--- config.mk ---
export PLATFORM = sky130hd
export DESIGN_NAME = ipf_top
export DESIGN_NICKNAME = d
export VERILOG_FILES = /design/src/rtl/ipf_pkg.sv /design/src/rtl/ipf_top.sv /design/src/rtl/ipf_band_offset.sv /design/src/rtl/ipf_pixel_addr.sv /design/src/rtl/ipf_lcu_scan.sv
export SDC_FILE = /design/constraint.sdc
export NUM_CORES = 1
export LEC_CHECK = 0
export ABC_CLOCK_PERIOD_IN_PS = 2200
export BUFFER_PORTS_ARGS = -buffer_cell sky130_fd_sc_hd__clkbuf_2
export CELL_PAD_IN_SITES_DETAIL_PLACEMENT = 0
export CELL_PAD_IN_SITES_GLOBAL_PLACEMENT = 1
export CORE_AREA = 3 3 124 96
export DETAILED_ROUTE_END_ITERATION = 7
export DIE_AREA = 0 0 127 99
export PLACE_DENSITY_LB_ADDON = 0.05
export SKIP_CTS_REPAIR_TIMING = 1
export SLEW_MARGIN = 10
export SYNTH_ARGS = -nofsm -noshare
export SYNTH_HDL_FRONTEND = slang
export SYNTH_HIERARCHICAL = 1
export SYNTH_SLANG_ARGS = --single-unit
--- constraint.sdc ---
create_clock -name clk -period 2.2 [get_ports clk]
set_clock_uncertainty 0.2 [all_clocks]
set_input_delay 0.22 -clock clk [delete_from_list [all_inputs] [get_ports clk]]
set_output_delay 0.22 -clock clk [all_outputs]
set_load 0.01 [all_outputs]
--- src/rtl/ipf_pkg.sv ---
`default_nettype none

package ipf_pkg;

    // datapath widths
    localparam int PIX_W     = 8;
    localparam int ADDR_W    = 14;
    localparam int COORD_W   = 7;    // holds 64 - 1 in compares
    localparam int LCU_IDX_W = 3;    // lcu_x / lcu_y
    localparam int OFFSET_W  = 4;

    // frame geometry, 128 pixels per row
    localparam int FRAME_STRIDE_LOG2 = 7;
    localparam int LCU_MIN_DIM_LOG2  = 4;    // side 16 at lcu_size 0

    // band classification
    localparam int BAND_SHIFT = 3;
    localparam int BAND_W     = PIX_W - BAND_SHIFT;    // 32 bands

    typedef logic [PIX_W-1:0]   pixel_t;
    typedef logic [ADDR_W-1:0]  addr_t;
    typedef logic [COORD_W-1:0] coord_t;

    // codes 2 and 3 are left unnamed, such beats are dropped
    typedef enum logic [1:0] {
        IPF_OFF  = 2'd0,
        IPF_BAND = 2'd1
    } ipf_mode_e;

    // off0 sits in the top nibble, picked when band mod 4 is 0
    typedef struct packed {
        logic signed [OFFSET_W-1:0] off0;
        logic signed [OFFSET_W-1:0] off1;
        logic signed [OFFSET_W-1:0] off2;
        logic signed [OFFSET_W-1:0] off3;
    } band_offsets_t;

    // filter setup, sampled with every pixel
    typedef struct packed {
        ipf_mode_e     mode;
        logic [BAND_W-1:0] band_pos;
        band_offsets_t offsets;
    } ipf_cfg_t;

    // lcu_size 0/1/2 -> side 16/32/64
    typedef struct packed {
        logic [LCU_IDX_W-1:0] lcu_x;
        logic [LCU_IDX_W-1:0] lcu_y;
        logic [1:0]           lcu_size;
    } lcu_pos_t;

endpackage

`default_nettype wire
--- src/rtl/ipf_top.sv ---
`default_nettype none

module ipf_top (
    input  logic              clk,
    input  logic              reset,
    input  logic              in_en,
    input  ipf_pkg::pixel_t   din,
    input  ipf_pkg::ipf_cfg_t cfg,
    input  ipf_pkg::lcu_pos_t pos,
    output logic              out_en,
    output ipf_pkg::pixel_t   dout,
    output ipf_pkg::addr_t    dout_addr,
    output logic              finish
);
    import ipf_pkg::*;

    logic   accept;    // qualified beat, decided in the scanner only
    coord_t row;
    coord_t col;

    // beat qualification, LCU raster counters, end of frame
    ipf_lcu_scan scan_i (
        .clk    (clk),
        .reset  (reset),
        .in_en  (in_en),
        .mode   (cfg.mode),
        .pos    (pos),
        .accept (accept),
        .row    (row),
        .col    (col),
        .finish (finish)
    );

    ipf_pixel_addr addr_i (
        .clk       (clk),
        .reset     (reset),
        .accept    (accept),
        .row       (row),
        .col       (col),
        .pos       (pos),
        .dout_addr (dout_addr)
    );

    // pixel path, same latency as the address
    ipf_band_offset band_i (
        .clk    (clk),
        .reset  (reset),
        .accept (accept),
        .din    (din),
        .cfg    (cfg),
        .out_en (out_en),
        .dout   (dout)
    );

endmodule

`default_nettype wire

--- src/rtl/ipf_band_offset.sv ---
`default_nettype none

module ipf_band_offset (
    input  logic              clk,
    input  logic              reset,
    input  logic              accept,
    input  ipf_pkg::pixel_t   din,
    input  ipf_pkg::ipf_cfg_t cfg,
    output logic              out_en,
    output ipf_pkg::pixel_t   dout
);
    import ipf_pkg::*;

    logic [BAND_W-1:0]          band;
    logic [BAND_W:0]            band_ext;    // one spare bit, range test has no wrap
    logic [BAND_W:0]            pos_ext;
    logic                       in_band;
    logic                       apply;
    logic signed [OFFSET_W-1:0] sel_off;
    logic signed [PIX_W+1:0]    sum;         // sign bit plus carry above the pixel
    pixel_t                     clamped;
    pixel_t                     pix_next;

    assign band     = din[PIX_W-1:BAND_SHIFT];
    assign band_ext = {1'b0, band};
    assign pos_ext  = {1'b0, cfg.band_pos};

    // band_pos - 1 <= band <= band_pos + 1, rearranged to stay non-negative
    assign in_band = (band_ext + 1'b1 >= pos_ext) && (band_ext <= pos_ext + 1'b1);

    assign apply = (cfg.mode == IPF_BAND) && !in_band;

    // one offset per band mod 4
    always_comb begin
        case (band[1:0])
            2'd0:    sel_off = cfg.offsets.off0;
            2'd1:    sel_off = cfg.offsets.off1;
            2'd2:    sel_off = cfg.offsets.off2;
            default: sel_off = cfg.offsets.off3;
        endcase
    end

    // offset is sign extended to the sum width
    assign sum = $signed({2'b00, din}) + sel_off;

    always_comb begin
        if (sum[PIX_W+1]) begin
            clamped = '0;                  // went below zero
        end else if (sum[PIX_W]) begin
            clamped = {PIX_W{1'b1}};       // past 255
        end else begin
            clamped = sum[PIX_W-1:0];
        end
    end

    // pixels near band_pos and mode off pass unchanged
    assign pix_next = apply ? clamped : din;

    always_ff @(posedge clk or posedge reset) begin
        if (reset) begin
            dout <= '0;
        end else if (accept) begin
            dout <= pix_next;
        end
    end

    // one cycle pulse per accepted beat
    always_ff @(posedge clk or posedge reset) begin
        if (reset) begin
            out_en <= 1'b0;
        end else begin
            out_en <= accept;
        end
    end

endmodule

`default_nettype wire

--- src/rtl/ipf_pixel_addr.sv ---
`default_nettype none

module ipf_pixel_addr (
    input  logic              clk,
    input  logic              reset,
    input  logic              accept,
    input  ipf_pkg::coord_t   row,
    input  ipf_pkg::coord_t   col,
    input  ipf_pkg::lcu_pos_t pos,
    output ipf_pkg::addr_t    dout_addr
);
    import ipf_pkg::*;

    logic [2:0] side_log2;    // 4..6
    addr_t      frame_row;
    addr_t      frame_col;
    addr_t      addr_next;

    assign side_log2 = 3'(LCU_MIN_DIM_LOG2) + {1'b0, pos.lcu_size};

    // LCU origin in frame coordinates plus the offset inside the LCU
    assign frame_row = addr_t'(row) + (addr_t'(pos.lcu_y) << side_log2);
    assign frame_col = addr_t'(col) + (addr_t'(pos.lcu_x) << side_log2);

    // row major, 128 pixels per frame row
    assign addr_next = (frame_row << FRAME_STRIDE_LOG2) + frame_col;

    // held between beats
    always_ff @(posedge clk or posedge reset) begin
        if (reset) begin
            dout_addr <= '0;
        end else if (accept) begin
            dout_addr <= addr_next;
        end
    end

endmodule

`default_nettype wire

--- src/rtl/ipf_lcu_scan.sv ---
`default_nettype none

module ipf_lcu_scan (
    input  logic               clk,
    input  logic               reset,
    input  logic               in_en,
    input  ipf_pkg::ipf_mode_e mode,
    input  ipf_pkg::lcu_pos_t  pos,
    output logic               accept,
    output ipf_pkg::coord_t    row,
    output ipf_pkg::coord_t    col,
    output logic               finish
);
    import ipf_pkg::*;

    coord_t                side_m1;     // last row / col index in this LCU
    logic [LCU_IDX_W-1:0]  max_lcu;     // 7, 3 or 1
    logic                  mode_ok;
    logic                  col_wrap;
    logic                  row_wrap;
    logic                  last_lcu;
    logic                  last_pix;
    logic                  done;

    assign side_m1 = (coord_t'(1) << (LCU_MIN_DIM_LOG2 + pos.lcu_size)) - coord_t'(1);
    assign max_lcu = {LCU_IDX_W{1'b1}} >> pos.lcu_size;

    // modes 2 and 3 are dropped without touching the counters
    assign mode_ok = (mode == IPF_OFF) || (mode == IPF_BAND);
    assign accept  = in_en && mode_ok && !done;

    assign col_wrap = (col == side_m1);
    assign row_wrap = (row == side_m1);

    // bottom right LCU of the frame
    assign last_lcu = (pos.lcu_x == max_lcu) && (pos.lcu_y == max_lcu);
    assign last_pix = col_wrap && row_wrap && last_lcu;

    // raster walk inside the LCU
    always_ff @(posedge clk or posedge reset) begin
        if (reset) begin
            row <= '0;
            col <= '0;
        end else if (accept) begin
            if (col_wrap) begin
                col <= '0;
                if (row_wrap) begin
                    row <= '0;    // next LCU starts at its top left
                end else begin
                    row <= row + coord_t'(1);
                end
            end else begin
                col <= col + coord_t'(1);
            end
        end
    end

    // sticky until reset
    always_ff @(posedge clk or posedge reset) begin
        if (reset) begin
            done <= 1'b0;
        end else if (accept && last_pix) begin
            done <= 1'b1;
        end
    end

    assign finish = done;    // rises with the last pixel's out_en

endmodule

`default_nettype wire

* After elaboration in Yosys (flattened, before gate mapping)
Cells that the tools add are included.
Operators by class: add/sub/neg operators 11, magnitude comparators 2, equality and inequality tests 7, shifts and indexed selects 4, mux-type cells 6, reductions and logical operators 14
Operator list (number):
- left shift 1 x 32 -> 7 bit (first input constant) | 1
- 2-to-1 mux 8 bit | 3
- adder 14 bit | 1
- adder 7 x 1 -> 7 bit (second input constant) | 2
- adder 7 x 14 -> 14 bit | 1
- equality test 7 bit | 2
- 2-to-1 mux 7 bit | 2
- left shift 3 x 3 -> 14 bit | 1
- adder 5 x 1 -> 6 bit (second input constant) | 2
- case mux 4 bit (3 select lines) | 1
- adder 9 x 4 -> 10 bit | 1
- logical AND 1 bit | 8
- adder 7 bit | 1
- left shift 3 x 3 -> 7 bit | 1
- subtractor 7 x 1 -> 7 bit (second input constant) | 1
- equality test 3 bit | 2
- >= comparator 6 x 5 -> 1 bit | 1
- <= comparator 5 x 6 -> 1 bit | 1
- adder 3 x 2 -> 4 bit (first input constant) | 1
- equality test 2 x 1 -> 1 bit (second input constant) | 2
- logical NOT 2 bit | 2
- adder 3 x 2 -> 3 bit (first input constant) | 1
- >> shifter 3 x 2 -> 3 bit (first input constant) | 1
- equality test 2 bit (second input constant) | 1
- other kinds (3) | 4
Storage, ports and cells: register bits 38, bits of input ports 42, output and inout bits 24, word-level logic and storage cells 50

* Logic depth before layout (Yosys ltp)
depth in word-level cells 7, depth in mapped cells 13

* By module
Netlist, hierarchy kept.
Modules (own cells, without submodules):
- ipf_band_offset | times used 1, cells an instance 158, area each 1376.3 sq um, sequential area each 225.2 sq um
- ipf_pixel_addr | times used 1, cells an instance 91, area each 1003.5 sq um, sequential area each 350.3 sq um
- ipf_lcu_scan | times used 1, cells an instance 94, area each 913.4 sq um, sequential area each 375.4 sq um

* Worst setup path after synthesis
Ideal clock, no wire load.
path kind input to register, start in din[3], end reg band_i.dout[0], setup time 0.082 ns, arrival 2.754 ns, required time 1.918 ns, path slack -0.836 ns, stages 11, buffers on the path 0, path through inv_1 ha_1 a222oi_1 mux2i_4 ha_1 and3_2 a221o_1 a31oi_4 xor2_4 o211ai_1 a31oi_1
Between the ends: cells in the longest elaborated chain, start to end 6, elaborated cells between the ends (all ways) 14, classes of those cells add/sub (2); order compare (2); eq/ne (2); mux (4); reduce/logical (4)
RTL lines:
- start: declaration | RTL line ipf_top.sv:7 | input ipf_pkg::pixel_t din,
- equality test 2 bit, or another cell as far along | RTL line ipf_band_offset.sv:35 | case (band[1:0])
- case mux 4 bit (3 select lines) / >= comparator 6 x 5 -> 1 bit (equally long branches) | RTL line ipf_band_offset.sv:35, ipf_band_offset.sv:29
- adder 9 x 4 -> 10 bit / logical AND 1 bit (equally long branches) | RTL line ipf_band_offset.sv:44, ipf_band_offset.sv:29
- 2-to-1 mux 8 bit / logical NOT 1 bit (equally long branches) | RTL line ipf_band_offset.sv:49, ipf_band_offset.sv:31
- 2-to-1 mux 8 bit / logical AND 1 bit (equally long branches) | RTL line ipf_band_offset.sv:47, ipf_band_offset.sv:31
- 2-to-1 mux 8 bit (*) | RTL line ipf_band_offset.sv:57 | assign pix_next = apply ? clamped : din;
- end signal: assignment | RTL line ipf_band_offset.sv:63 | dout <= pix_next;
- end: declaration | RTL line ipf_band_offset.sv:10 | output ipf_pkg::pixel_t dout
Every way passes the cells marked *; elsewhere a longest branch is shown, timed or not. A chain may end at the register's enable or synchronous reset.

* Worst setup path in the final report
start in din[3], end reg band_i.dout[1]
The elaborated chain is that of the path after synthesis.

==> results.cfg <==
[die]
die-height_um = 99
start_util_pct = 30.4
rows = 33
ios = 66
core_area_mm2 = 0.0108
die_x_um = 127
fp.dieArea_mm2 = 0.0126

[final_layout]
diodes = 0
mostFrequentLayoutCell = buf_4
nets = 574
layoutNonFillerInstCount = 637
area_delta_synth_final_pct = 44.9
final_core_util_pct = 44.1
most-common-layout-cells = 87 x buf_4, 63 x clkbuf_2, 37 x dfrtp_1
final_layout_size_suffix_gt1_share_pct = 43.7

[setup_path]
setup.worst_path.end_class = flip-flop
worstPathMaxFanout = 8
worst-path-buf-inv = 3
cpMostUsedCell = ha_4
crit_cells = 13
critical_path_required_ps = 2210
critPathSlowestCell = a222oi_1
crit_family = compound AO/OA/AOI/OAI gates
cpPeakStageDelay_ps = 420
worstSetupPathType = input port to flip-flop
crit_chain = buf_12 > inv_12 > ha_4 > a222oi_1 > buf_4 > mux2i_4 > ha_4 > a21o_1 > a221o_1 > a31oi_4 > xor2_4 > o211ai_1 > a31oi_1
reg2regPathDepth = 7
start_kind = input port
crit_end = band_i/dout[1]
cp.arrival_ps = 2880
rrSetupSlack_ps = 10
r2r-end = addr_i/dout_addr[10]
cp-startpoint = din[3]
r2r_start = scan_i/col[4]

[clock_network]
clock_sinks = 38
cts_inserted_buffers = 5
cts_buffer_depth = 2
cts_tree = yes
root_buffer = clkbuf_16
clk_latency_ps = 280
htreeDepth = 2
clk_pin_slew_ps = 60

[timing]
clock.fmax_ghz = 0.348
rsz0062_at_grt = true
maxSlewViolCount = 0
hold_slack_ps = -1.62
tightest_slew_ps = 609
layout_setup_ws_ps = -674
finalCriticalPeriod_ps = 2870
finalSetupViolCount = 8
hold_viol = 1
finalCritPeriodShare_pct = 131
relSlewSlack_pct = 59.4

[logic_synthesis]
ys_seq_elements = 38
yosys_warnings = 6
synth-async-reset-ratio_pct = 100
yosysUniqueCellTypes = 70
yosysSeqAreaShare_pct = 28.9
synth_flop_cell = dfrtp_1
yosysTopAreaCellShare_pct = 28.9
yosys-top-cells-area = dfrtp_1 29%, ha_1 13%, mux2_2 4.8%
syn_area_mm2 = 0.00329
synth_edf_count = 0
syn-instance-count = 343
avgSynthCellArea_um2 = 9.60
syn-num-nets = 421
synth_largest_area_cell = dfrtp_1

[power_and_ir_drop]
ir_drop_mv = 0.443
fin_total_pwr_mw = 3.02
leakagePower_nw = 2.31
p_per_area_mw_per_mm2 = 632

[drt]
drc = 0
viasPerCell = 4.80
wl_per_cell_um = 15.0
routed_wl_um = 9560
dr.pass1.iters = 5
drt_iter0_drc = 182
num_vias = 3060
detail-route-antenna-nets = 0

[worst_hold_path]
hold_path_class = input port to flip-flop
min_from = din[2]

[global_routing]
grtUsageMet2_pct = 20.9
grt_max_degree = 31
antenna_found_initial = 0
use_met1_pct = 25.6
grt_busiest_layer = met1
first_global_vias = 2976
grtUsageMet3_pct = 2.38
grt_remaining_overflow = 0
grt.total_usage_pct = 15.4
grt_pass1_wl_um = 15600

[job]
cap_violations = 0

[run_status]
violations = negative hold slack, negative setup slack
outcome = complete, but fails checks

[place]
pre_cts_ws_ps = -1130
placed_cells = 619
dp_hpwl_um = 7860
gp_congestion = 0.772
io_buffers = 65
sequential cells by signal (all words and copies together), names as in the netlist:
name and flops:
band_i/dout 8, addr_i/dout_addr 14, band_i/out_en 1, scan_i/row 7, scan_i/finish 1, scan_i/col 7
Yosys cell counts, types with 7 or more instances:
cell type / instances
a31oi_1: 13
nand2_1: 26
a21o_1: 9
ha_1: 33
dfrtp_1: 38
inv_1: 23
mux2i_1: 7
nand3_1: 11
a21oi_1: 8
mux2_2: 14
xnor2_1: 18
o21ai_0: 10
o211ai_1: 10
nor2_1: 22
cell type report:
type	instances	area [um2]
Clock buffer	5	125
Clock inverter	3	68.8
Fill cell	1077	6050
Inverter	25	109
Multi-Input combinational cell	272	2310
Sequential cell	38	952
Tap cell	140	175
Timing Repair Buffer	154	1030
routing by layer:
metal	wire length, um	part of all wire (%)	up-vias
li1	-	-	1563
met1	5500	58	1437
met2	3640	38	55
met3	365	3.8	5
met4	52	0.54	0
met5	0	0	-
cell families (layout without fill, tap and decap cells):
kind of cell	count (synthesis)	in the layout	share of synthesized area, %
AO/OA/AOI/OAI	86	86	20.2
XOR/XNOR	25	25	7.45
adder cells (fa/ha/maj)	36	36	14.4
buffers and inverters	33	187	4.64
flip-flops	38	38	28.9
multiplexers	24	24	8.51
AND/OR/NAND/NOR	101	101	16.0
per-stage QoR:
stage,TNS (ps),instance area [um2]
CTS,-6710,4630
detailed placement,-9840,4440
global placement,-9250,4440
global route,-6040,4770
floorplan,-5430,3400
finish,-5200,4770
tightest hold or removal path, cell delays in order:
cell      delay [ps]
clkbuf_2          90
nand2_1           50
a31oi_1           80
worst min-delay path by stage:
stage	to	slack, ps	cells after the start
after global placement	band_i/out_en	20	2
after floorplan	band_i/dout[0]	-150	1
after CTS	band_i/out_en	-280	2
final	band_i/dout[2]	-2	3
after detailed placement	band_i/out_en	30	2
after global routing	band_i/dout[2]	30	3
power by group:
part / total [mW] / internal, mW / switching [mW] / leakage [nW]
Clock: 0.957 / 0.652 / 0.305 / 0.0940
Combinational: 1.12 / 0.571 / 0.545 / 1.75
Sequential: 0.946 / 0.835 / 0.111 / 0.460
Note: power is estimated with default switching activity, not from simulation.
